$ cat src/rtl/display_pkg.sv
//##########################################################################
// Display palette geometry and YCbCr entry layout
//##########################################################################

package display_pkg;

    localparam int PAL_DEPTH   = 16;
    localparam int PAL_INDEX_W = $clog2(PAL_DEPTH);   // Upper index bits dropped

    // Colour fields, all packed into the low end of their SPI bytes
    localparam int Y_W  = 4;
    localparam int CB_W = 3;      // CbCr byte bits 2:0
    localparam int CR_W = 3;      // CbCr byte bits 5:3

    // One palette entry, written whole
    typedef struct packed {
        logic [CR_W-1:0] cr;
        logic [CB_W-1:0] cb;
        logic [Y_W-1:0]  y;
    } palette_entry_t;

endpackage

$ cat src/rtl/spi_pkg.sv
//##########################################################################
// SPI command set and framing constants for the register-access link
//##########################################################################

package spi_pkg;

    localparam int BYTE_W      = 8;               // MSB first on the wire
    localparam int COUNT_W     = 8;               // Operand and response index
    localparam int BIT_CNT_W   = $clog2(BYTE_W);
    localparam int SYNC_STAGES = 2;               // Pin synchroniser depth

    typedef logic [BYTE_W-1:0]  byte_t;
    typedef logic [COUNT_W-1:0] count_t;          // Saturates at 255

    // Opcodes
    localparam byte_t OP_CHIP_ID   = 8'hDB;
    localparam byte_t OP_PLL_CTRL  = 8'h40;
    localparam byte_t OP_PAL_WRITE = 8'h11;       // Index, Y, CbCr
    localparam byte_t OP_PAL_INDEX = 8'h12;       // Read pointer
    localparam byte_t OP_PAL_READ  = 8'h13;       // Y then CbCr

    localparam byte_t CHIP_ID_VALUE = 8'h81;

    // PLL control and status byte layout
    localparam int PLL_PWR_BIT  = 0;
    localparam int PLL_SEL_BIT  = 1;
    localparam int PLL_LOCK_BIT = 2;              // Read only

endpackage

$ cat src/rtl/spi_cmd_if.sv
//##########################################################################
// Command bus from the SPI peripheral to the register blocks
//##########################################################################
`timescale 1ns/1ps

interface spi_cmd_if;
    import spi_pkg::*;

    byte_t  opcode;
    byte_t  operand;
    count_t operand_count;    // Index within the transaction
    logic   operand_valid;
    logic   operand_ready;    // AND of the block readies
    logic   csr_ready;
    logic   pal_ready;
    logic   read_strobe;      // Next response byte wanted
    count_t read_count;
    logic   frame_active;     // CS low and opcode received

    modport source (output opcode, operand, operand_count, operand_valid,
                    read_strobe, read_count, frame_active, input operand_ready);

    modport csr_sink (input opcode, operand, operand_count, operand_valid, operand_ready,
                      read_strobe, read_count, frame_active, output csr_ready);

    modport pal_sink (input opcode, operand, operand_count, operand_valid, operand_ready,
                      read_strobe, read_count, frame_active, output pal_ready);

endinterface

$ cat src/rtl/chip_csr.sv
//##########################################################################
// Chip ID and PLL control/status registers
//##########################################################################
`timescale 1ns/1ps

module chip_csr (
    input  logic           clock,
    input  logic           rst_n,
    spi_cmd_if.csr_sink    cmd,
    input  logic           pll_locked,
    output logic           pll_power_up,
    output logic           buffer_read_select,
    output spi_pkg::byte_t response,
    output logic           hit
);
    import spi_pkg::*;

    logic [SYNC_STAGES-1:0] lock_sync;
    logic                   lock_now;
    logic                   ctrl_write;
    logic                   select_hold;
    byte_t                  status;

    assign cmd.csr_ready = 1'b1;          // Never stalls
    assign lock_now      = lock_sync[SYNC_STAGES-1];
    assign ctrl_write    = cmd.operand_valid && cmd.operand_ready &&
                           (cmd.opcode == OP_PLL_CTRL) && (cmd.operand_count == '0);
    // Clock switch needs a settled source, so no select change while PLL is up but unlocked
    assign select_hold   = pll_power_up & ~lock_now;

    always_comb begin
        status               = '0;
        status[PLL_PWR_BIT]  = pll_power_up;
        status[PLL_SEL_BIT]  = buffer_read_select;
        status[PLL_LOCK_BIT] = lock_now;
    end

    always_ff @(posedge clock) begin
        if (!rst_n) begin
            lock_sync          <= '0;
            pll_power_up       <= 1'b1;       // PLL runs out of reset
            buffer_read_select <= 1'b0;
            hit                <= 1'b0;
        end else begin
            lock_sync <= {lock_sync[SYNC_STAGES-2:0], pll_locked};
            if (ctrl_write) begin
                pll_power_up <= cmd.operand[PLL_PWR_BIT];
                if (!select_hold) buffer_read_select <= cmd.operand[PLL_SEL_BIT];
            end
            if (cmd.read_strobe) begin
                hit <= (cmd.opcode == OP_CHIP_ID) || (cmd.opcode == OP_PLL_CTRL);
            end
        end
    end

    // Same byte for every response slot of the frame
    always_ff @(posedge clock) begin
        if (cmd.read_strobe) begin
            case (cmd.opcode)
                OP_CHIP_ID:  response <= CHIP_ID_VALUE;
                OP_PLL_CTRL: response <= status;
                default:     response <= '0;
            endcase
        end
    end

endmodule

$ cat src/rtl/frame_ctrl_top.sv
//##########################################################################
// Register-access top: SPI peripheral, CSR and palette blocks, response merge
//##########################################################################
`timescale 1ns/1ps

module frame_ctrl_top (
    input  logic clock,
    input  logic rst_n,
    input  logic spi_sclk,
    input  logic spi_cs_n,
    input  logic spi_mosi,
    input  logic pll_locked,
    output logic spi_miso,
    output logic pll_power_up,
    output logic buffer_read_select,
    output logic decode_error
);
    import spi_pkg::*;

    byte_t csr_response;
    byte_t pal_response;
    byte_t response;
    logic  csr_hit;
    logic  pal_hit;

    spi_cmd_if cmd ();

    // Operand moves only when both blocks can take it
    assign cmd.operand_ready = cmd.csr_ready & cmd.pal_ready;

    spi_peripheral u_spi_peripheral (
        .clock    (clock),
        .rst_n    (rst_n),
        .spi_sclk (spi_sclk),
        .spi_cs_n (spi_cs_n),
        .spi_mosi (spi_mosi),
        .spi_miso (spi_miso),
        .cmd      (cmd.source),
        .response (response)
    );

    chip_csr u_chip_csr (
        .clock              (clock),
        .rst_n              (rst_n),
        .cmd                (cmd.csr_sink),
        .pll_locked         (pll_locked),         // Async pin, synchronised inside
        .pll_power_up       (pll_power_up),
        .buffer_read_select (buffer_read_select),
        .response           (csr_response),
        .hit                (csr_hit)
    );

    palette_ram u_palette_ram (
        .clock    (clock),
        .rst_n    (rst_n),
        .cmd      (cmd.pal_sink),
        .response (pal_response),
        .hit      (pal_hit)
    );

    response_combiner u_response_combiner (
        .clock        (clock),
        .rst_n        (rst_n),
        .read_strobe  (cmd.read_strobe),
        .csr_response (csr_response),
        .csr_hit      (csr_hit),
        .pal_response (pal_response),
        .pal_hit      (pal_hit),
        .response     (response),
        .decode_error (decode_error)
    );

endmodule

$ cat src/rtl/palette_ram.sv
//##########################################################################
// 16-entry YCbCr display palette, whole-entry writes and indexed read-back
//##########################################################################
`timescale 1ns/1ps

module palette_ram (
    input  logic           clock,
    input  logic           rst_n,
    spi_cmd_if.pal_sink    cmd,
    output spi_pkg::byte_t response,
    output logic           hit
);
    import spi_pkg::*;
    import display_pkg::*;

    palette_entry_t         pal_mem [PAL_DEPTH];
    logic [PAL_DEPTH-1:0]   entry_valid;      // Unwritten entries read as zero
    logic [PAL_INDEX_W-1:0] wr_index;
    logic [PAL_INDEX_W-1:0] rd_ptr;
    palette_entry_t         wr_entry;         // Staged until the CbCr operand
    palette_entry_t         rd_entry;
    logic                   wr_pending;
    logic                   accept;
    logic                   own_op;

    assign accept        = cmd.operand_valid & cmd.operand_ready;
    assign cmd.pal_ready = ~wr_pending;       // One-cycle stall for the commit
    assign own_op        = cmd.opcode inside {OP_PAL_WRITE, OP_PAL_INDEX, OP_PAL_READ};
    assign rd_entry      = entry_valid[rd_ptr] ? pal_mem[rd_ptr] : '0;

    // Operand staging
    always_ff @(posedge clock) begin
        if (accept && (cmd.opcode == OP_PAL_WRITE)) begin
            case (cmd.operand_count)
                0: wr_index <= cmd.operand[PAL_INDEX_W-1:0];   // Wraps above 15
                1: wr_entry.y <= cmd.operand[Y_W-1:0];
                2: begin
                    wr_entry.cb <= cmd.operand[CB_W-1:0];
                    wr_entry.cr <= cmd.operand[CB_W +: CR_W];
                end
                default: ;                                     // Extra bytes dropped
            endcase
        end
    end

    always_ff @(posedge clock) begin
        if (wr_pending) pal_mem[wr_index] <= wr_entry;
    end

    always_ff @(posedge clock) begin
        if (!rst_n) begin
            wr_pending  <= 1'b0;
            entry_valid <= '0;
            rd_ptr      <= '0;
            hit         <= 1'b0;
        end else begin
            // Commit only once the third operand is in
            wr_pending <= accept && (cmd.opcode == OP_PAL_WRITE) && (cmd.operand_count == 2);
            if (wr_pending) entry_valid[wr_index] <= 1'b1;
            if (accept && (cmd.opcode == OP_PAL_INDEX) && (cmd.operand_count == '0)) begin
                rd_ptr <= cmd.operand[PAL_INDEX_W-1:0];
            end
            if (cmd.read_strobe) hit <= own_op;   // Write opcodes claim too
        end
    end

    // Y first, CbCr for every later byte
    always_ff @(posedge clock) begin
        if (cmd.read_strobe) begin
            if (cmd.opcode != OP_PAL_READ) begin
                response <= '0;
            end else if (cmd.read_count == '0) begin
                response <= {{(BYTE_W - Y_W){1'b0}}, rd_entry.y};
            end else begin
                response <= {{(BYTE_W - CB_W - CR_W){1'b0}}, rd_entry.cr, rd_entry.cb};
            end
        end
    end

endmodule

$ cat src/rtl/response_combiner.sv
//##########################################################################
// Response merge with sticky flag for unclaimed or doubly claimed opcodes
//##########################################################################
`timescale 1ns/1ps

module response_combiner (
    input  logic           clock,
    input  logic           rst_n,
    input  logic           read_strobe,
    input  spi_pkg::byte_t csr_response,
    input  logic           csr_hit,
    input  spi_pkg::byte_t pal_response,
    input  logic           pal_hit,
    output spi_pkg::byte_t response,
    output logic           decode_error
);
    import spi_pkg::*;

    logic  strobe_d;      // Block responses valid this cycle
    byte_t claimed;

    always_comb begin
        case ({csr_hit, pal_hit})
            2'b10:   claimed = csr_response;
            2'b01:   claimed = pal_response;
            default: claimed = '0;            // Nobody, or a clash
        endcase
    end

    always_ff @(posedge clock) begin
        if (!rst_n) begin
            strobe_d     <= 1'b0;
            response     <= '0;
            decode_error <= 1'b0;
        end else begin
            strobe_d <= read_strobe;
            if (strobe_d) begin
                response <= claimed;
                if (csr_hit == pal_hit) decode_error <= 1'b1;   // Held until reset
            end
        end
    end

endmodule

$ cat src/rtl/spi_peripheral.sv
//##########################################################################
// Oversampled mode-0 SPI slave framing opcode, operands and read responses
//##########################################################################
`timescale 1ns/1ps

module spi_peripheral (
    input  logic           clock,
    input  logic           rst_n,
    input  logic           spi_sclk,
    input  logic           spi_cs_n,
    input  logic           spi_mosi,
    output logic           spi_miso,
    spi_cmd_if.source      cmd,
    input  spi_pkg::byte_t response
);
    import spi_pkg::*;

    logic [SYNC_STAGES-1:0] sclk_sync;
    logic [SYNC_STAGES-1:0] cs_sync;
    logic [SYNC_STAGES-1:0] mosi_sync;
    logic                   sclk_prev;
    logic                   cs_prev;
    logic                   sclk_rise;
    logic                   sclk_fall;
    logic                   cs_low;
    logic                   cs_fall;
    logic [BIT_CNT_W-1:0]   bit_count;    // Rising edges in current byte
    logic                   byte_done;
    byte_t                  shift_in;
    byte_t                  shift_out;
    byte_t                  rx_byte;
    count_t                 rx_count;     // Operands received so far

    function automatic count_t sat_inc(input count_t c);
        return (c == '1) ? c : c + 1'b1;
    endfunction

    // Two-flop synchronisers plus edge history
    always_ff @(posedge clock) begin
        if (!rst_n) begin
            sclk_sync <= '0;
            cs_sync   <= '1;      // Deselected
            mosi_sync <= '0;
            sclk_prev <= 1'b0;
            cs_prev   <= 1'b1;
        end else begin
            sclk_sync <= {sclk_sync[SYNC_STAGES-2:0], spi_sclk};
            cs_sync   <= {cs_sync[SYNC_STAGES-2:0], spi_cs_n};
            mosi_sync <= {mosi_sync[SYNC_STAGES-2:0], spi_mosi};
            sclk_prev <= sclk_sync[SYNC_STAGES-1];
            cs_prev   <= cs_sync[SYNC_STAGES-1];
        end
    end

    assign sclk_rise = sclk_sync[SYNC_STAGES-1] & ~sclk_prev;
    assign sclk_fall = ~sclk_sync[SYNC_STAGES-1] & sclk_prev;
    assign cs_low    = ~cs_sync[SYNC_STAGES-1];
    assign cs_fall   = cs_prev & cs_low;
    assign byte_done = sclk_rise && (bit_count == BIT_CNT_W'(BYTE_W - 1));
    assign rx_byte   = {shift_in[BYTE_W-2:0], mosi_sync[SYNC_STAGES-1]};

    // Receive side and command bus
    always_ff @(posedge clock) begin
        if (!rst_n) begin
            bit_count         <= '0;
            shift_in          <= '0;
            rx_count          <= '0;
            cmd.opcode        <= '0;
            cmd.operand_count <= '0;
            cmd.operand_valid <= 1'b0;
            cmd.read_strobe   <= 1'b0;
            cmd.read_count    <= '0;
            cmd.frame_active  <= 1'b0;
        end else begin
            cmd.read_strobe <= 1'b0;                  // Single-cycle pulse
            if (cmd.operand_valid && cmd.operand_ready) begin
                cmd.operand_valid <= 1'b0;
            end
            if (!cs_low) begin
                // Deselect aborts whatever was in flight
                bit_count         <= '0;
                rx_count          <= '0;
                cmd.operand_valid <= 1'b0;
                cmd.read_count    <= '0;
                cmd.frame_active  <= 1'b0;
            end else if (sclk_rise) begin
                shift_in  <= rx_byte;
                bit_count <= bit_count + 1'b1;        // Wraps after eight bits
                if (byte_done && !cmd.frame_active) begin
                    cmd.opcode       <= rx_byte;      // First byte of the frame
                    cmd.frame_active <= 1'b1;
                    cmd.read_strobe  <= 1'b1;
                    cmd.read_count   <= '0;
                end else if (byte_done) begin
                    cmd.operand       <= rx_byte;
                    cmd.operand_valid <= 1'b1;
                    cmd.operand_count <= rx_count;
                    rx_count          <= sat_inc(rx_count);
                    cmd.read_strobe   <= 1'b1;
                    cmd.read_count    <= sat_inc(cmd.read_count);
                end
            end
        end
    end

    // Transmit side, MISO changes on SCLK fall
    always_ff @(posedge clock) begin
        if (!rst_n) begin
            shift_out <= '0;
        end else if (!cs_low) begin
            shift_out <= '0;                          // Idle low between frames
        end else if (cs_fall) begin
            shift_out <= response;                    // Byte 0 slot
        end else if (sclk_fall) begin
            if (bit_count == '0) begin
                shift_out <= response;                // Eighth fall, next byte
            end else begin
                shift_out <= {shift_out[BYTE_W-2:0], 1'b0};
            end
        end
    end

    assign spi_miso = shift_out[BYTE_W-1];

endmodule

$ cat config.mk
export PLATFORM = sky130hd
export DESIGN_NAME = frame_ctrl_top
export DESIGN_NICKNAME = d
export VERILOG_FILES = /design/src/rtl/display_pkg.sv /design/src/rtl/spi_pkg.sv /design/src/rtl/spi_cmd_if.sv /design/src/rtl/chip_csr.sv /design/src/rtl/frame_ctrl_top.sv /design/src/rtl/palette_ram.sv /design/src/rtl/response_combiner.sv /design/src/rtl/spi_peripheral.sv
export SDC_FILE = /design/constraint.sdc
export NUM_CORES = 1
export LEC_CHECK = 0
export BUFFER_PORTS_ARGS = -buffer_cell sky130_fd_sc_hd__clkbuf_2
export CAP_MARGIN = 10
export CORE_AREA = 2 2 145 147
export DETAILED_ROUTE_END_ITERATION = 10
export DIE_AREA = 0 0 147 149
export PLACE_DENSITY = 0.73
export SLEW_MARGIN = 0
export SYNTH_ARGS = -nofsm -noshare
export SYNTH_HDL_FRONTEND = slang
export SYNTH_SLANG_ARGS = --single-unit
$ cat constraint.sdc
create_clock -name clock -period 2.5 [get_ports clock]
set_clock_uncertainty 0.2 [all_clocks]
set_input_delay 0.375 -clock clock [delete_from_list [all_inputs] [get_ports clock]]
set_output_delay 0.375 -clock clock [all_outputs]
set_load 0.02 [all_outputs]
==> results_dict.tcl <==
set metrics [dict create \
    status "complete, no violations" \
    async_reset_ff_frac 0 \
    worstPathMaxFanout 16 \
    die_w_microns 147 \
    clock.fmax_ghz 0.4038 \
    totalWireLength_mm 22.38 \
    crit_path_end_kind "register" \
    dp_hpwl_mm 14.74 \
    arrival_ps 2570 \
    routed_via_density 5.815 \
    wl_per_cell_microns 20.92 \
    gp_congestion 0.8506 \
    cts_setup_buffers 0 \
    dp_cells 1013 \
    power_density_nw_per_um2 747.6 \
    fin_nets 787 \
    h-tree-depth 1 \
    portBuffers 9 \
    fin_crit_sh 0.9907 \
    drt_iter0_drc 450 \
    cts.clk_slew.worst_paths_ps 70 \
    grt_pass1_wl_mm 35.00 \
    syn_area_per_cell_sq_um 15.47 \
    critical_path.top_delay_family "compound AO/OA/AOI/OAI gates" \
    worst_pin_slew_ps 855.8 \
    area_growth_pct 14.62 \
    drv_slew 0 \
    grt_max_degree 67 \
    cts_sinks 291 \
    vias 6222 \
    yosys.area.top_type "edfxtp_1" \
    num_antenna_cells 0 \
    cp-start-kind "register" \
    slowest_stage "mux4_2" \
    switching_share 0.1910 \
    cts-root-buf "clkbuf_16" \
    peakVddDrop_v 0.0006101 \
    synthCells 720 \
    rows 53 \
    final_common_cell "edfxtp_1" \
    synthTopCellsByArea "edfxtp_1 (51%), dfxtp_1 (18%), mux4_2 (9.5%), mux2i_1 (2.6%), nor2_1 (2.0%)" \
    path_cells "buf_12 > mux4_2 > a22o_1 > a2111oi_0 > nor3_1" \
    comb_power_share 0.006 \
    hold_violations 0 \
    synth_ff_type "edfxtp_1" \
    cp_num_buf_inv 1 \
    instances_no_fill 1070 \
    remaining_drc_errors 0 \
    switchingPower_uw 1823 \
    utilization 0.6211 \
    hp-class "in -> reg" \
    io_pins 10 \
    max_slew_margin 0.4256 \
    grt_antenna_before_repair 0 \
    final_layout_size_suffix_gt1_frac 0.1962 \
    synth_cell_types 49 \
    synth_top_area_frac 0.5122 \
    grt_overflow 0 \
    dr.pass1.iters 5 \
    clock_path_buffers 3 \
    yosysWarnings 0 \
    fin_crit_ps 2477 \
    clk-insertion-delay-late_ps 550 \
    grt_pass1_vias 6335 \
    synth_edf_count 190 \
    ys_ff_latch 291 \
    crit_type "reg -> reg" \
    drv_cap 0 \
    ys_seq_area_frac 0.6937 \
    synthesis.area_sq_um 11140 \
    die_h_microns 149 \
    clock_power_share 0.463 \
    start_util 0.5419 \
    cts_inserted_buffers 28 \
    postRouteAntennaNets 0 \
    p_int_uw 7723 \
    setup_violations 0 \
    grt_util_all_layers 0.2084 \
    synth_fp_nets 734 \
    cts_tree "yes" \
    critPathMaxStageDelay_ps 510 \
    setup_tns_ps 0 \
    p_leak_uw 0.004154 \
    mostFrequentLayoutCells "edfxtp_1 (190), dfxtp_1 (100), nor2_1 (59)" \
    whs_ps 94.88 \
    required_ps 2590 \
    coreArea_sq_um 20560 \
    power_frac_seq 0.531 \
    die-area_sq_um 21900 \
]
[area by class of cell]
class | count | area, sq um
multi-input cells | 385 | 3243
flip-flops and latches | 291 | 7729
clock inverters | 18 | 209.0
well taps | 275 | 344.1
fillers | 1496 | 7789
clock buffers | 34 | 774.5
inverters | 15 | 56.30
repair buffers | 52 | 412.9
[final timing paths]
path / startpoint / endpoint / slack, ps / depth (start not counted)
setup / recovery: register / u_palette_ram.response[1] / 20 / 5
hold / removal: rst_n / u_spi_peripheral.cs_prev / 90 / 3
setup reg to reg: register / u_palette_ram.response[1] / 20 / 5
hold reg to reg: u_spi_peripheral.cs_sync[0] / u_spi_peripheral.cs_sync[1] / 210 / 1
[power by group through the flow]
| stage | clock network, uW | registers, uW | logic (uW) |
|---|---|---|---|
| 3_3_place_gp | 0 | 5180 | 48.5 |
| 4_1_cts | 4490 | 5070 | 55.2 |
| 3_5_place_dp | 0 | 5180 | 50.4 |
| 6_report | 4420 | 5070 | 55.3 |
| 2_1_floorplan | 0 | 5170 | 39.1 |
| 5_1_grt | 4660 | 5070 | 61.2 |
[tightest hold or removal path: stages]
cell and delay [ps]:
clkbuf_2 90, nand2b_1 100, buf_4 200
[kinds of logic (layout without fill, tap and decap cells)]
logic type	after synthesis	in the layout	share of synthesized area
multiplexers	79	79	0.1278
XOR/XNOR	13	13	0.01022
buffers and inverters	44	119	0.01595
flip-flops	291	291	0.6937
adder cells (fa/ha/maj)	8	8	0.008986
AND/OR/NAND/NOR	208	208	0.09761
AO/OA/AOI/OAI	77	77	0.04572
[repair_timing]
item,CTS,global route
resized for setup,0,3
hold endpoints to repair,4,0
hold buffers,4,0
endpoints found under the setup margin,0,2
[metrics by stage]
stage | power, uW | cell area (sq um) | worst slack (ps)
floorplan | 5212 | 11140 | 146.2
detailed placement | 5226 | 11730 | -15.32
finish | 9546 | 12770 | 23.31
global route | 9794 | 12770 | -34.31
CTS | 9617 | 12750 | 7.633
global placement | 5224 | 11730 | 76.03
[cell usage after synthesis, types with 4 or more instances]
| cell | instances |
|---|---|
| nand2b_1 | 10 |
| nand2_1 | 28 |
| inv_1 | 15 |
| a21boi_0 | 12 |
| xor2_1 | 5 |
| clkbuf_1 | 20 |
| a211oi_1 | 6 |
| nor2_1 | 59 |
| o21a_1 | 16 |
| nor3_1 | 15 |
| a21oi_1 | 17 |
| o21ai_0 | 13 |
| buf_1 | 4 |
| nand3_1 | 19 |
| dfxtp_1 | 101 |
| xnor2_1 | 8 |
| mux2i_1 | 29 |
| mux4_2 | 47 |
| edfxtp_1 | 190 |
| and2_1 | 12 |
| buf_2 | 4 |
| nand4_1 | 6 |
| ha_1 | 8 |
| nor2b_1 | 30 |
| nand3b_1 | 4 |
| nor3b_1 | 4 |
[flip-flops by register name, summed over array words and instances (netlist names), 6 cells and up, named ones only]
name	flops
u_palette_ram.entry_valid	16
u_palette_ram.pal_mem	160
u_palette_ram.response	6
u_palette_ram.wr_entry	10
u_response_combiner.response	7
u_spi_peripheral.cmd.opcode	8
u_spi_peripheral.cmd.operand	6
u_spi_peripheral.cmd.operand_count	8
u_spi_peripheral.cmd.read_count	8
u_spi_peripheral.rx_count	8
u_spi_peripheral.shift_in	7
u_spi_peripheral.shift_out	8
[layer usage]
layer	vias up	track usage	part of all wire
met3	43	0.02966	0.058
li1	2829	-	-
met2	208	0.3638	0.50
met1	3142	0.2758	0.41
met5	-	0	0
met4	0	0.06250	0.024
(Power assumes the default switching activity.)
